===== src/hw/opf_pkg.sv =====
`default_nettype none

package opf_pkg;

    // ------------------------------
    // Widths and counts
    // ------------------------------
    localparam int n_chan = 8;
    localparam int w_chan = 3;
    localparam int w_data_in = 18;
    localparam int w_data_out = 24;
    localparam int w_mult = 8;
    localparam int w_rs = 5;
    localparam int w_wr_data = 24;

    // Product of sample and multiplier
    localparam int w_prod = w_data_in + w_mult;
    // One guard bit over the wider of product and output
    localparam int w_int = ((w_prod > w_data_out) ? w_prod : w_data_out) + 1;

    // Update rate
    localparam int tick_period = 32;
    localparam int w_tick = $clog2(tick_period);

    // Full signed output range
    localparam logic signed [w_data_out-1:0] max_out = {1'b0, {(w_data_out-1){1'b1}}};
    localparam logic signed [w_data_out-1:0] min_out = {1'b1, {(w_data_out-1){1'b0}}};

    // Per-channel defaults after reset
    localparam logic signed [w_mult-1:0] def_mult = 1;
    localparam logic [w_rs-1:0] def_rs = '0;
    localparam logic signed [w_data_out-1:0] def_init = '0;

    // ------------------------------
    // Encodings
    // ------------------------------
    // Host register select
    typedef enum logic [2:0] {
        reg_mult = 3'd0,
        reg_rs   = 3'd1,
        reg_max  = 3'd2,
        reg_min  = 3'd3,
        reg_init = 3'd4
    } opf_reg_e;

    // Operation carried by an issued item
    typedef enum logic {
        op_update    = 1'b0,
        op_load_init = 1'b1
    } opf_op_e;

    // Sequencer states
    typedef enum logic [1:0] {
        st_idle  = 2'd0,
        st_reset = 2'd1,
        st_sweep = 2'd2
    } seq_state_e;

endpackage

`default_nettype wire

===== src/hw/opf_if.sv =====
`timescale 1ns/1ps
`default_nettype none

// Issue path from sequencer into the filter
interface opf_issue_if;
    import opf_pkg::*;

    logic valid;
    opf_op_e op;
    logic [w_chan-1:0] chan;
    // Stored sample of chan, returned by the buffer
    logic signed [w_data_in-1:0] data;

    modport sequencer (output valid, output op, output chan);
    modport buffer (input valid, input op, input chan, output data);
    modport filter (input valid, input op, input chan, input data);
endinterface

// Settings lookup, three independent read ports
interface opf_cfg_if;
    import opf_pkg::*;

    // Stage 1 lookup
    logic [w_chan-1:0] mult_chan;
    logic signed [w_mult-1:0] mult;
    // Stage 2 lookup
    logic [w_chan-1:0] rs_chan;
    logic [w_rs-1:0] rs;
    // Stage 3 lookup
    logic [w_chan-1:0] bnd_chan;
    logic signed [w_data_out-1:0] bnd_max;
    logic signed [w_data_out-1:0] bnd_min;
    logic signed [w_data_out-1:0] bnd_init;

    modport regs (
        input mult_chan, input rs_chan, input bnd_chan,
        output mult, output rs, output bnd_max, output bnd_min, output bnd_init
    );
    modport filter (
        output mult_chan, output rs_chan, output bnd_chan,
        input mult, input rs, input bnd_max, input bnd_min, input bnd_init
    );
endinterface

`default_nettype wire


===== src/hw/opf_top.sv =====
`timescale 1ns/1ps
`default_nettype none

module opf_top (
    input  wire                                  sys_clk_in,
    input  wire                                  sys_rst_in,
    // Sample stream in
    input  wire                                  dv_in,
    input  wire [opf_pkg::w_chan-1:0]            chan_in,
    input  wire signed [opf_pkg::w_data_in-1:0]  data_in,
    // Channel reset requests
    input  wire [opf_pkg::n_chan-1:0]            chan_rst_in,
    // Host settings write
    input  wire                                  wr_req,
    input  opf_pkg::opf_reg_e                    wr_sel,
    input  wire [opf_pkg::w_chan-1:0]            wr_chan,
    input  wire [opf_pkg::w_wr_data-1:0]         wr_data,
    output logic                                 wr_ack,
    // Output stream
    output logic                                 dv_out,
    output logic [opf_pkg::w_chan-1:0]           chan_out,
    output logic signed [opf_pkg::w_data_out-1:0] data_out
);
    import opf_pkg::*;

    logic tick;
    logic [n_chan-1:0] pending;

    // Issue path and settings lookup
    opf_issue_if issue ();
    opf_cfg_if cfg ();

    opf_param_regs u_param_regs (
        .sys_clk_in (sys_clk_in),
        .sys_rst_in (sys_rst_in),
        .wr_req     (wr_req),
        .wr_sel     (wr_sel),
        .wr_chan    (wr_chan),
        .wr_data    (wr_data),
        .wr_ack     (wr_ack),
        .cfg        (cfg.regs)
    );

    opf_sample_timer u_sample_timer (
        .sys_clk_in (sys_clk_in),
        .sys_rst_in (sys_rst_in),
        .tick       (tick)
    );

    opf_input_buffer u_input_buffer (
        .sys_clk_in (sys_clk_in),
        .sys_rst_in (sys_rst_in),
        .dv_in      (dv_in),
        .chan_in    (chan_in),
        .data_in    (data_in),
        .pending    (pending),
        .issue      (issue.buffer)
    );

    opf_chan_sequencer u_chan_sequencer (
        .sys_clk_in  (sys_clk_in),
        .sys_rst_in  (sys_rst_in),
        .tick        (tick),
        .pending     (pending),
        .chan_rst_in (chan_rst_in),
        .issue       (issue.sequencer)
    );

    opf_output_filter u_output_filter (
        .sys_clk_in (sys_clk_in),
        .sys_rst_in (sys_rst_in),
        .issue      (issue.filter),
        .cfg        (cfg.filter),
        .dv_out     (dv_out),
        .chan_out   (chan_out),
        .data_out   (data_out)
    );

endmodule

`default_nettype wire


===== src/hw/opf_output_filter.sv =====
`timescale 1ns/1ps
`default_nettype none

module opf_output_filter (
    input  wire                                  sys_clk_in,
    input  wire                                  sys_rst_in,
    opf_issue_if.filter                          issue,
    opf_cfg_if.filter                            cfg,
    output logic                                 dv_out,
    output logic [opf_pkg::w_chan-1:0]           chan_out,
    output logic signed [opf_pkg::w_data_out-1:0] data_out
);
    import opf_pkg::*;

    // Previous output per channel
    logic signed [w_data_out-1:0] prev_mem [n_chan];

    // Stage 1
    logic s1_valid;
    opf_op_e s1_op;
    logic [w_chan-1:0] s1_chan;
    logic signed [w_data_in-1:0] s1_data;
    logic signed [w_mult-1:0] s1_mult;
    // Stage 2
    logic s2_valid;
    opf_op_e s2_op;
    logic [w_chan-1:0] s2_chan;
    logic signed [w_prod-1:0] s2_prod;
    logic [w_rs-1:0] s2_rs;
    logic signed [w_data_out-1:0] s2_prev;
    // Stage 3
    logic s3_valid;
    opf_op_e s3_op;
    logic [w_chan-1:0] s3_chan;
    logic signed [w_int-1:0] s3_sum;
    logic signed [w_data_out-1:0] s3_max;
    logic signed [w_data_out-1:0] s3_min;
    logic signed [w_data_out-1:0] s3_init;
    // Stage 4
    logic s4_valid;
    logic [w_chan-1:0] s4_chan;
    logic signed [w_data_out-1:0] s4_data;

    logic signed [w_prod-1:0] prod;
    logic signed [w_data_out-1:0] prev_sel;
    logic signed [w_int-1:0] shifted;
    logic signed [w_int-1:0] prev_ext;
    logic signed [w_data_out-1:0] s4_next;

    // Lookup indices follow the stage that needs them
    assign cfg.mult_chan = issue.chan;
    assign cfg.rs_chan = s1_chan;
    assign cfg.bnd_chan = s2_chan;

    assign prod = s1_data * s1_mult;

    // Newest result of the same channel wins
    always_comb begin
        prev_sel = prev_mem[s1_chan];
        if (s3_valid && s3_chan == s1_chan) begin
            prev_sel = s4_next;
        end else if (s4_valid && s4_chan == s1_chan) begin
            prev_sel = s4_data;
        end
    end

    // Sign-extended shift and add operands
    assign shifted = w_int'(s2_prod) >>> s2_rs;
    assign prev_ext = w_int'(s2_prev);

    // Clamp, or init load
    always_comb begin
        if (s3_op == op_load_init) begin
            s4_next = s3_init;
        end else if (s3_sum > w_int'(s3_max)) begin
            s4_next = s3_max;
        end else if (s3_sum < w_int'(s3_min)) begin
            s4_next = s3_min;
        end else begin
            s4_next = s3_sum[w_data_out-1:0];
        end
    end

    // ------------------------------
    // Valid pipe
    // ------------------------------
    always_ff @(posedge sys_clk_in) begin
        if (sys_rst_in) begin
            s1_valid <= 1'b0;
            s2_valid <= 1'b0;
            s3_valid <= 1'b0;
            s4_valid <= 1'b0;
        end else begin
            s1_valid <= issue.valid;
            s2_valid <= s1_valid;
            s3_valid <= s2_valid;
            s4_valid <= s3_valid;
        end
    end

    // ------------------------------
    // Payload pipe
    // ------------------------------
    always_ff @(posedge sys_clk_in) begin
        // Stage 1 item and multiplier
        s1_op <= issue.op;
        s1_chan <= issue.chan;
        s1_data <= issue.data;
        s1_mult <= cfg.mult;
        // Stage 2 product, shift, previous output
        s2_op <= s1_op;
        s2_chan <= s1_chan;
        s2_prod <= prod;
        s2_rs <= cfg.rs;
        s2_prev <= prev_sel;
        // Stage 3 sum and bounds
        s3_op <= s2_op;
        s3_chan <= s2_chan;
        s3_sum <= shifted + prev_ext;
        s3_max <= cfg.bnd_max;
        s3_min <= cfg.bnd_min;
        s3_init <= cfg.bnd_init;
        // Stage 4 result
        s4_chan <= s3_chan;
        s4_data <= s4_next;
    end

    // Writeback from the output register
    always_ff @(posedge sys_clk_in) begin
        if (sys_rst_in) begin
            for (int i = 0; i < n_chan; i++) begin
                prev_mem[i] <= '0;
            end
        end else if (s4_valid) begin
            prev_mem[s4_chan] <= s4_data;
        end
    end

    assign dv_out = s4_valid;
    assign chan_out = s4_chan;
    assign data_out = s4_data;

endmodule

`default_nettype wire


===== src/hw/opf_chan_sequencer.sv =====
`timescale 1ns/1ps
`default_nettype none

module opf_chan_sequencer (
    input  wire                          sys_clk_in,
    input  wire                          sys_rst_in,
    input  wire                          tick,
    input  wire [opf_pkg::n_chan-1:0]    pending,
    input  wire [opf_pkg::n_chan-1:0]    chan_rst_in,
    opf_issue_if.sequencer               issue
);
    import opf_pkg::*;

    seq_state_e state;
    // Sweep position
    logic [w_chan-1:0] ptr;
    // Latched reset requests
    logic [n_chan-1:0] rst_lat;
    // Request served this cycle
    logic [n_chan-1:0] rst_clr;
    logic [w_chan-1:0] rst_idx;

    // Lowest set request bit
    function automatic logic [w_chan-1:0] lowest_set(input logic [n_chan-1:0] v);
        logic [w_chan-1:0] idx;
        idx = '0;
        for (int i = n_chan - 1; i >= 0; i--) begin
            if (v[i]) begin
                idx = w_chan'(i);
            end
        end
        return idx;
    endfunction

    assign rst_idx = lowest_set(rst_lat);

    // ------------------------------
    // Issue decode
    // ------------------------------
    always_comb begin
        issue.valid = 1'b0;
        issue.op = op_update;
        issue.chan = ptr;
        rst_clr = '0;
        case (state)
            st_reset: begin
                // One init load per cycle
                if (|rst_lat) begin
                    issue.valid = 1'b1;
                    issue.op = op_load_init;
                    issue.chan = rst_idx;
                    rst_clr = n_chan'(1) << rst_idx;
                end
            end
            st_sweep: begin
                // Skip channels with nothing new
                issue.valid = pending[ptr];
            end
            default: ;
        endcase
    end

    // ------------------------------
    // State machine
    // ------------------------------
    always_ff @(posedge sys_clk_in) begin
        if (sys_rst_in) begin
            state <= st_idle;
            ptr <= '0;
            rst_lat <= '0;
        end else begin
            rst_lat <= (rst_lat & ~rst_clr) | chan_rst_in;
            case (state)
                st_idle: begin
                    if (tick) begin
                        ptr <= '0;
                        state <= (|rst_lat) ? st_reset : st_sweep;
                    end
                end
                st_reset: begin
                    // Leaves on an empty cycle, so the last load is two ahead of the sweep
                    if (!(|rst_lat)) begin
                        ptr <= '0;
                        state <= st_sweep;
                    end
                end
                st_sweep: begin
                    ptr <= ptr + 1'b1;
                    if (ptr == w_chan'(n_chan - 1)) begin
                        state <= st_idle;
                    end
                end
                default: state <= st_idle;
            endcase
        end
    end

endmodule

`default_nettype wire


===== src/hw/opf_input_buffer.sv =====
`timescale 1ns/1ps
`default_nettype none

module opf_input_buffer (
    input  wire                               sys_clk_in,
    input  wire                               sys_rst_in,
    input  wire                               dv_in,
    input  wire [opf_pkg::w_chan-1:0]         chan_in,
    input  wire signed [opf_pkg::w_data_in-1:0] data_in,
    output logic [opf_pkg::n_chan-1:0]        pending,
    opf_issue_if.buffer                       issue
);
    import opf_pkg::*;

    // Latest sample per channel
    logic signed [w_data_in-1:0] sample_mem [n_chan];

    // Per-channel events this cycle
    logic [n_chan-1:0] arrive;
    logic [n_chan-1:0] taken;

    always_comb begin
        arrive = '0;
        taken = '0;
        if (dv_in) begin
            arrive[chan_in] = 1'b1;
        end
        // Only an update consumes a sample
        if (issue.valid && issue.op == op_update) begin
            taken[issue.chan] = 1'b1;
        end
    end

    // Sample store, new value overwrites
    always_ff @(posedge sys_clk_in) begin
        if (dv_in) begin
            sample_mem[chan_in] <= data_in;
        end
    end

    // Pending flags
    always_ff @(posedge sys_clk_in) begin
        if (sys_rst_in) begin
            pending <= '0;
        end else begin
            // Arrival wins over a same-cycle issue
            pending <= (pending & ~taken) | arrive;
        end
    end

    // Issue data read straight from the store
    assign issue.data = sample_mem[issue.chan];

endmodule

`default_nettype wire


===== src/hw/opf_sample_timer.sv =====
`timescale 1ns/1ps
`default_nettype none

module opf_sample_timer (
    input  wire  sys_clk_in,
    input  wire  sys_rst_in,
    output logic tick
);
    import opf_pkg::*;

    // Free-running period counter
    logic [w_tick-1:0] cnt;
    logic wrap;

    // Last count of the period
    assign wrap = (cnt == w_tick'(tick_period - 1));

    always_ff @(posedge sys_clk_in) begin
        if (sys_rst_in) begin
            cnt <= '0;
            tick <= 1'b0;
        end else begin
            // Back to zero at the wrap
            cnt <= wrap ? '0 : cnt + 1'b1;
            // One cycle pulse per period
            tick <= wrap;
        end
    end

endmodule

`default_nettype wire


===== src/hw/opf_param_regs.sv =====
`timescale 1ns/1ps
`default_nettype none

module opf_param_regs (
    input  wire                            sys_clk_in,
    input  wire                            sys_rst_in,
    input  wire                            wr_req,
    input  opf_pkg::opf_reg_e              wr_sel,
    input  wire [opf_pkg::w_chan-1:0]      wr_chan,
    input  wire [opf_pkg::w_wr_data-1:0]   wr_data,
    output logic                           wr_ack,
    opf_cfg_if.regs                        cfg
);
    import opf_pkg::*;

    // ------------------------------
    // Settings storage
    // ------------------------------
    logic signed [w_mult-1:0] mult_mem [n_chan];
    logic [w_rs-1:0] rs_mem [n_chan];
    logic signed [w_data_out-1:0] max_mem [n_chan];
    logic signed [w_data_out-1:0] min_mem [n_chan];
    logic signed [w_data_out-1:0] init_mem [n_chan];

    // New request seen, ack not yet raised
    logic wr_go;

    assign wr_go = wr_req && !wr_ack;

    // ------------------------------
    // Four-phase write port
    // ------------------------------
    always_ff @(posedge sys_clk_in) begin
        if (sys_rst_in) begin
            wr_ack <= 1'b0;
            // Defaults on every channel
            for (int i = 0; i < n_chan; i++) begin
                mult_mem[i] <= def_mult;
                rs_mem[i] <= def_rs;
                max_mem[i] <= max_out;
                min_mem[i] <= min_out;
                init_mem[i] <= def_init;
            end
        end else begin
            if (wr_go) begin
                // Write once, then ack next cycle
                wr_ack <= 1'b1;
                // Field truncated to its own width
                case (wr_sel)
                    reg_mult: mult_mem[wr_chan] <= wr_data[w_mult-1:0];
                    reg_rs:   rs_mem[wr_chan] <= wr_data[w_rs-1:0];
                    reg_max:  max_mem[wr_chan] <= wr_data[w_data_out-1:0];
                    reg_min:  min_mem[wr_chan] <= wr_data[w_data_out-1:0];
                    reg_init: init_mem[wr_chan] <= wr_data[w_data_out-1:0];
                    default: ;
                endcase
            end else if (!wr_req && wr_ack) begin
                // Request gone, release ack
                wr_ack <= 1'b0;
            end
        end
    end

    // ------------------------------
    // Lookup ports
    // ------------------------------
    assign cfg.mult = mult_mem[cfg.mult_chan];
    assign cfg.rs = rs_mem[cfg.rs_chan];
    // Bounds and init share one index
    assign cfg.bnd_max = max_mem[cfg.bnd_chan];
    assign cfg.bnd_min = min_mem[cfg.bnd_chan];
    assign cfg.bnd_init = init_mem[cfg.bnd_chan];

endmodule

`default_nettype wire


===== config.mk =====
export PLATFORM = sky130hd
export DESIGN_NAME = opf_top
export DESIGN_NICKNAME = d
export VERILOG_FILES = /design/src/hw/opf_pkg.sv /design/src/hw/opf_if.sv /design/src/hw/opf_top.sv /design/src/hw/opf_output_filter.sv /design/src/hw/opf_chan_sequencer.sv /design/src/hw/opf_input_buffer.sv /design/src/hw/opf_sample_timer.sv /design/src/hw/opf_param_regs.sv
export SDC_FILE = /design/constraint.sdc
export NUM_CORES = 2
export LEC_CHECK = 0
export BUFFER_PORTS_ARGS = -buffer_cell sky130_fd_sc_hd__buf_2
export CAP_MARGIN = 40
export CELL_PAD_IN_SITES_DETAIL_PLACEMENT = 1
export CELL_PAD_IN_SITES_GLOBAL_PLACEMENT = 2
export CORE_MARGIN = 10
export CORE_UTILIZATION = 41
export DETAILED_ROUTE_END_ITERATION = 10
export HOLD_SLACK_MARGIN = 0.06
export PLACE_DENSITY = 0.87
export RECOVER_POWER = 50
export SETUP_SLACK_MARGIN = 0.4
export SKIP_CTS_REPAIR_TIMING = 1
export SYNTH_ARGS = -nofsm -noshare
export SYNTH_HDL_FRONTEND = slang
export SYNTH_SLANG_ARGS = --single-unit

===== constraint.sdc =====
create_clock -name sys_clk_in -period 5.1 [get_ports sys_clk_in]
set_clock_uncertainty 0.1 [all_clocks]
set_input_delay 1.275 -clock sys_clk_in [delete_from_list [all_inputs] [get_ports sys_clk_in]]
set_output_delay 1.275 -clock sys_clk_in [all_outputs]
set_load 0.01 [all_outputs]

* Word-level counts from Yosys, hierarchy flattened *
Memory sizes are Yosys's and may differ from the RTL's. A register that Yosys moved wholly into a read port is not among the register bits.
Index checks and enable logic that the tools add are counted.

operators by class
  magnitude comparators = 7
  shift-type cells = 2
  multipliers = 1
  bitwise operators = 7
  eq/ne operators = 13
  mux-type cells = 83
  reduce and logical (&&, ||, !) cells = 23
  add/sub/neg operators = 3

operators by type and width
  operator               count
  $mux W24               9
  $reduce_or A24 Y1      4
  $mux W3                18
  $mux W1                40
  $mux W8                5
  $add A27 B24 Y27       1
  $gt A27 B24 Y1         1
  $lt A27 B24 Y1         1
  $sshr A26 B5 Y27       1
  $mul A18 B8 Y26        1
  $and A8 B8 Y8          2
  $not A8 Y8             2
  $or A8 B8 Y8           2
  $reduce_or A8 Y1       2
  $lt A3 B4 Y1 const B   3
  $pmux W3 S3            1
  $mux W2                4
  $shl A1 B3 Y8 const A  1
  $logic_and A1 B1 Y1    7
  $demux W1 S3           2
  $eq A3 B2 Y1 const B   2
  $eq A3 B3 Y1           2
  $eq A3 B3 Y1 const B   2
  $ge A3 B1 Y1 const B   2
  other kinds (21)       24

storage, ports and cells
  bits in writable memories = 1016
  input port bits = 63
  memories = 7
  word-level logic and storage cells = 168
  bits in registers = 148

memory list
  memory                     words  width  read ports  clocked after Yosys merged registers in  wr ports  line                     RTL
  u_output_filter.prev_mem   8      24     1           1                                        8         opf_output_filter.sv:16  logic signed [w_data_out-1:0] prev_mem [n_chan];
  u_param_regs.init_mem      8      24     1           1                                        8         opf_param_regs.sv:23     logic signed [w_data_out-1:0] init_mem [n_chan];
  u_param_regs.max_mem       8      24     1           1                                        8         opf_param_regs.sv:21     logic signed [w_data_out-1:0] max_mem [n_chan];
  u_param_regs.min_mem       8      24     1           1                                        8         opf_param_regs.sv:22     logic signed [w_data_out-1:0] min_mem [n_chan];
  u_input_buffer.sample_mem  8      18     1           1                                        1         opf_input_buffer.sv:16   logic signed [w_data_in-1:0] sample_mem [n_chan];
  u_param_regs.mult_mem      8      8      1           1                                        8         opf_param_regs.sv:19     logic signed [w_mult-1:0] mult_mem [n_chan];
  +1 memories                -      -      -           -                                        -         -

* Logic depth before layout (Yosys ltp) *
  depth after elaboration = 18
  mapped depth = 19
  gate-level depth less buffers = 18

* Cells and area by module *
A second synthesis with hierarchy kept.

unflattened totals
  cell total of the unflattened synthesis = 4594
  area total of the unflattened synthesis = 62316.0 um^2

by module, submodules not included
  module              sequential area each (um^2)  instances  area each (um^2)  cells each
  opf_param_regs      20439.6                      1          31793.0           2055
  opf_output_filter   10229.8                      1          23611.4           2164
  opf_input_buffer    4484.3                       1          5890.6            259
  opf_chan_sequencer  260.2                        1          798.3             97
  opf_sample_timer    120.1                        1          222.7             19

* Worst setup path after synthesis *
No wires, ideal clock.

  path type = flip-flop to flip-flop
  start point = register u_output_filter.s1_mult[7], read port of u_param_regs.mult_mem
  end point = register u_output_filter.s2_prod[25]
  period minus slack after synthesis = 4932 ps
  data arrival time = 4760 ps
  buffers on the path = 1
  library setup time = 72 ps
  path slack = 168 ps
  cell stages (with the launch flop) = 19
  cell sequence = dfxtp_1 > clkinv_1 > clkbuf_1 > fa_1 > fa_1 > inv_1 > fa_1 > inv_1 > fa_1 > inv_1 > ha_1 > o21a_1 > a2111oi_0 > o31ai_1 > o211ai_1 > o21ai_0 > o21a_1 > nor2_1 > xnor2_1

on the way
  longest elaborated chain between the ends = 1

RTL lines
  what                                line                      RTL
  start, declared                     opf_output_filter.sv:23   logic signed [w_mult-1:0] s1_mult;
  $mul A18 B8 Y26                     opf_output_filter.sv:55   assign prod = s1_data * s1_mult;
  named net u_output_filter.prod[25]  opf_output_filter.sv:44   logic signed [w_prod-1:0] prod;
  end signal, assigned                opf_output_filter.sv:113  s2_prod <= prod;
  end, declared                       opf_output_filter.sv:28   logic signed [w_prod-1:0] s2_prod;

The timed path passes the listed nets, and every way through them passes these cells.
A chain may end at the register's enable or synchronous reset.

* Final worst setup path *
  start point = register u_output_filter.s1_mult[6], read port of u_param_regs.mult_mem
  end point = register u_output_filter.s2_prod[25]

The elaborated chain is that of the path after synthesis.

==> run_results.csv <==
group,metric,value,unit
outcome,outcome,"finished with violations",
outcome,violations,"max-capacitance violations, max-slew violations",
critical_path,worst-setup-path-type,"reg -> reg",
synth,synth-compound-area-share,0.0551,
synth,synth.net_count,4862,
critical_path,critical_path.slowest_cell,"fa_1",
synth,synth_commonest_cells,"edfxtp_1 (1016), and2_1 (777), clkbuf_1 (271)",
critical_path,cp-end-kind,"flip-flop",
synth,synth_top_family_by_area,"simple AND/OR/NAND/NOR gates",
sta,finalCritPeriodShare,0.947,
critical_path,crit_path_start,"u_output_filter.s1_mult[6]$_DFF_P_",
die,dieWidth,405,µm
clock_network,ctsLongestPathBuffers,3,
global_route,first_global_vias,40100,
detailed_routing,drtAntennaViolNets,0,
synth,async_reset_ff_frac,0,
placed_design,io_buffers,91,
critical_path,crit_top_cell,"fa_1",
clock_network,cts.clk_slew.worst_paths,0.07,ns
synth,synth_top_area_frac,0.501,
power_and_ir_drop,ir_drop,1180,µV
flow_run,maxCapViolCount,9,
finish,final_nets,4902,
detailed_routing,drtIter0Drc,3649,
power_and_ir_drop,finalPower,50.0,mW
finish,fill_cells,14800,
clock_network,htree_levels,4,
placed_design,dp_hpwl,112000,µm
global_route,gr-total-overflow,0,
power_and_ir_drop,power.leakage,24.1,nW
global_route,grt_max_degree,193,
synth,synth_ff_type,"edfxtp_1",
die,dieArea,0.164,mm²
die,initial_utilization,0.413,
die,rows,141,
finish,drive_gt1_frac,0.161,
critical_path,ff2ff_path_depth,17,
critical_path,arrival,5.33,ns
die,core,0.148,mm²
worst_hold_path,holdPathEnd,"u_output_filter.s3_op$_DFF_P_",
synth,synth_edf_count,1016,
sta,slew_violations,460,
synth,ys_seq_area_frac,0.583,
synth,synth.most_common_cell,"edfxtp_1",
critical_path,r2r_setup_slack,0.27,ns
synth,syn-cell-area,0.0609,mm²
synth,syn_inst,4546,
synth,synth_largest_area_cell,"edfxtp_1",
finish,post-route-util,0.463,
critical_path,r2r-start,"u_output_filter.s1_mult[6]$_DFF_P_",
detailed_routing,wl,175000,µm
die,ios,92,
synth,ys_ff_latch,1267,
sta,rsz0062_at_grt,"true",
critical_path,r2r_end,"u_output_filter.s2_prod[25]$_DFF_P_",
worst_hold_path,hold_path_startpoint,"u_output_filter.s2_op$_DFF_P_",
sta,tightestPinTransition,2.35,ns
critical_path,path_cells,"buf_6, and2_4, fa_1, fa_1, fa_1, inv_1, fa_1, inv_2, ha_4, a21o_1, a221oi_4, o31ai_4, o211ai_1, o21ai_1, o21a_1, nor2_2, xnor2_1",
critical_path,startpoint_type,"flip-flop",
sta,max_freq,207,MHz
synth,synth_adder_area_share,0.0663,
clock_network,numCtsBuffers,138,
sta,hold_violations,0,
clock_network,cts_tree,"done",
detailed_routing,num_vias,37600,
critical_path,worst_path_largest_cell_delay,0.56,ns
sta,setup_viol,0,
power_and_ir_drop,power_density,731,mW/mm²
clock_network,root_buffer,"clkbuf_16",
synth,avgSynthCellArea,13.4,µm²
critical_path,critPathMaxFanout,8,
global_route,grt.total_usage,0.210,
finish,multiInputGateArea,0.0235,mm²
synth,synthXorXnorAreaFrac,0.00762,
detailed_routing,viasPerCell,5.66,
detailed_routing,first_pass_iters,6,
critical_path,required,5.60,ns
critical_path,critical-path-top-delay-family,"adder cells",
critical_path,cp.buffers_inverters,3,
synth,synth_area_leaders,"edfxtp_1 (50%), dfxtp_1 (8.2%), and2_1 (8.0%)",
worst_hold_path,hp-class,"reg -> reg",
placed_design,gp_congestion,0.837,
die,die_y,405,µm
synth,yosys_warnings,0,
synth,synth.area.mux_share,0.109,
global_route,grt_pass1_wl,262000,µm
finish,regArea,0.0356,mm²
finish,area_delta_synth_final,12.3,%
synth,synth-simple-area-share,0.145,
sta,slew_headroom,-0.564,
worst_hold_path,min_path_cells,0,
detailed_routing,drc_errors,0,
sta,period_needed,4.83,ns
clock_network,cts_num_sinks,1267,
sta,fin_setup_tns,0,ns
global_route,antenna_found_initial,17,
synth,yosysUniqueCellTypes,74,
clock_network,clkLatencyLatePin,0.80,ns
detailed_routing,wl_per_cell,26.3,µm
registers in the layout, indices dropped and copies added (netlist names), 8 cells and up:
register and cells:
u_output_filter.s3_sum 27, u_param_regs.min_mem 192, u_output_filter.s1_mult 8, u_input_buffer.sample_mem 144, u_output_filter.s3_min 24, u_input_buffer.pending 8
u_param_regs.rs_mem 40, u_chan_sequencer.rst_lat 8, u_output_filter.data_out 24, u_param_regs.max_mem 192, u_param_regs.mult_mem 64, u_output_filter.s1_data 18
u_param_regs.init_mem 192, u_output_filter.s2_prev 24, u_output_filter.s2_prod 26, u_output_filter.s3_max 24, u_output_filter.s3_init 24, u_output_filter.prev_mem 192
routing by layer:
metal / up-vias / routed length (µm) / GRT usage
met4: 8 / 3690 / 0.0537
met1: 19600 / 73700 / 0.284
li1: 16600 / - / -
met2: 1206 / 85500 / 0.351
met5: - / 40 / 0
met3: 242 / 11600 / 0.0374
where the power goes:
group | total, mW | internal [mW] | switching [mW] | leakage [nW]
clock network | 10.2 | 5.76 | 4.40 | 2.21
registers | 13.5 | 12.4 | 1.06 | 11.8
logic | 26.4 | 11.7 | 14.7 | 10.2
total | 50.0 | 29.8 | 20.2 | 24.1
metrics by stage:
step	cells	cell area, µm²	hold WS [ns]	worst slack, ns
after floorplan	4546	61000	0.210	0.412
after global placement	6352	63500	0.213	0.00655
after detailed placement	6363	63800	0.235	-0.00100
after CTS	6619	68400	0.256	-0.0885
after global routing	6636	68400	0.257	0.0931
final	6638	68400	0.258	0.271
area by class of cell:
| cell class | count | area share |
|---|---|---|
| flip-flops and latches | 1267 | 0.520 |
| well taps | 1930 | 0.0353 |
| repair buffers | 211 | 0.0200 |
| clock buffers | 192 | 0.0553 |
| inverters | 239 | 0.0132 |
| clock inverters | 64 | 0.0121 |
| multi-input cells | 2728 | 0.344 |
| repair inverters | 1 | 0.000110 |
| diodes | 6 | 0.000219 |
how the worst max path moves through the flow:
stage | to | slack (ns) | depth (start not counted)
CTS | u_output_filter.s2_prod[25]$_DFF_P_ | -0.09 | 17
global route | u_output_filter.s3_max[8]$_DFF_P_ | 0.09 | 3
finish | u_output_filter.s2_prod[25]$_DFF_P_ | 0.27 | 17
detailed placement | u_output_filter.s2_prod[25]$_DFF_P_ | -0.001 | 17
global placement | u_output_filter.s2_prod[25]$_DFF_P_ | 0.007 | 17
floorplan | u_output_filter.s2_prod[25]$_DFF_P_ | 0.41 | 18
placed cells by master (no fill, tap or decap), types with 112 or more instances in the layout:
master,Yosys,final
mux4_2,205,205
and2_1,777,384
fa_1,116,112
or3_1,204,203
and2_0,0,390
inv_1,237,233
nand2_1,155,154
edfxtp_1,1016,1016
dfxtp_1,251,227
nor2_1,143,139
ha_1,137,125
clkbuf_16,0,138
a21oi_1,133,125
kinds of logic (layout without fill, tap and decap cells):
logic type               after synthesis  after routing
adder cells (fa/ha/maj)              253            253
XOR/XNOR                              53             53
multiplexers                         391            391
flip-flops                          1267           1267
buffers and inverters                551            707
AND/OR/NAND/NOR                     1527           1527
other                                  0              6
AO/OA/AOI/OAI                        504            504
Power figures use the tool's default switching activity.
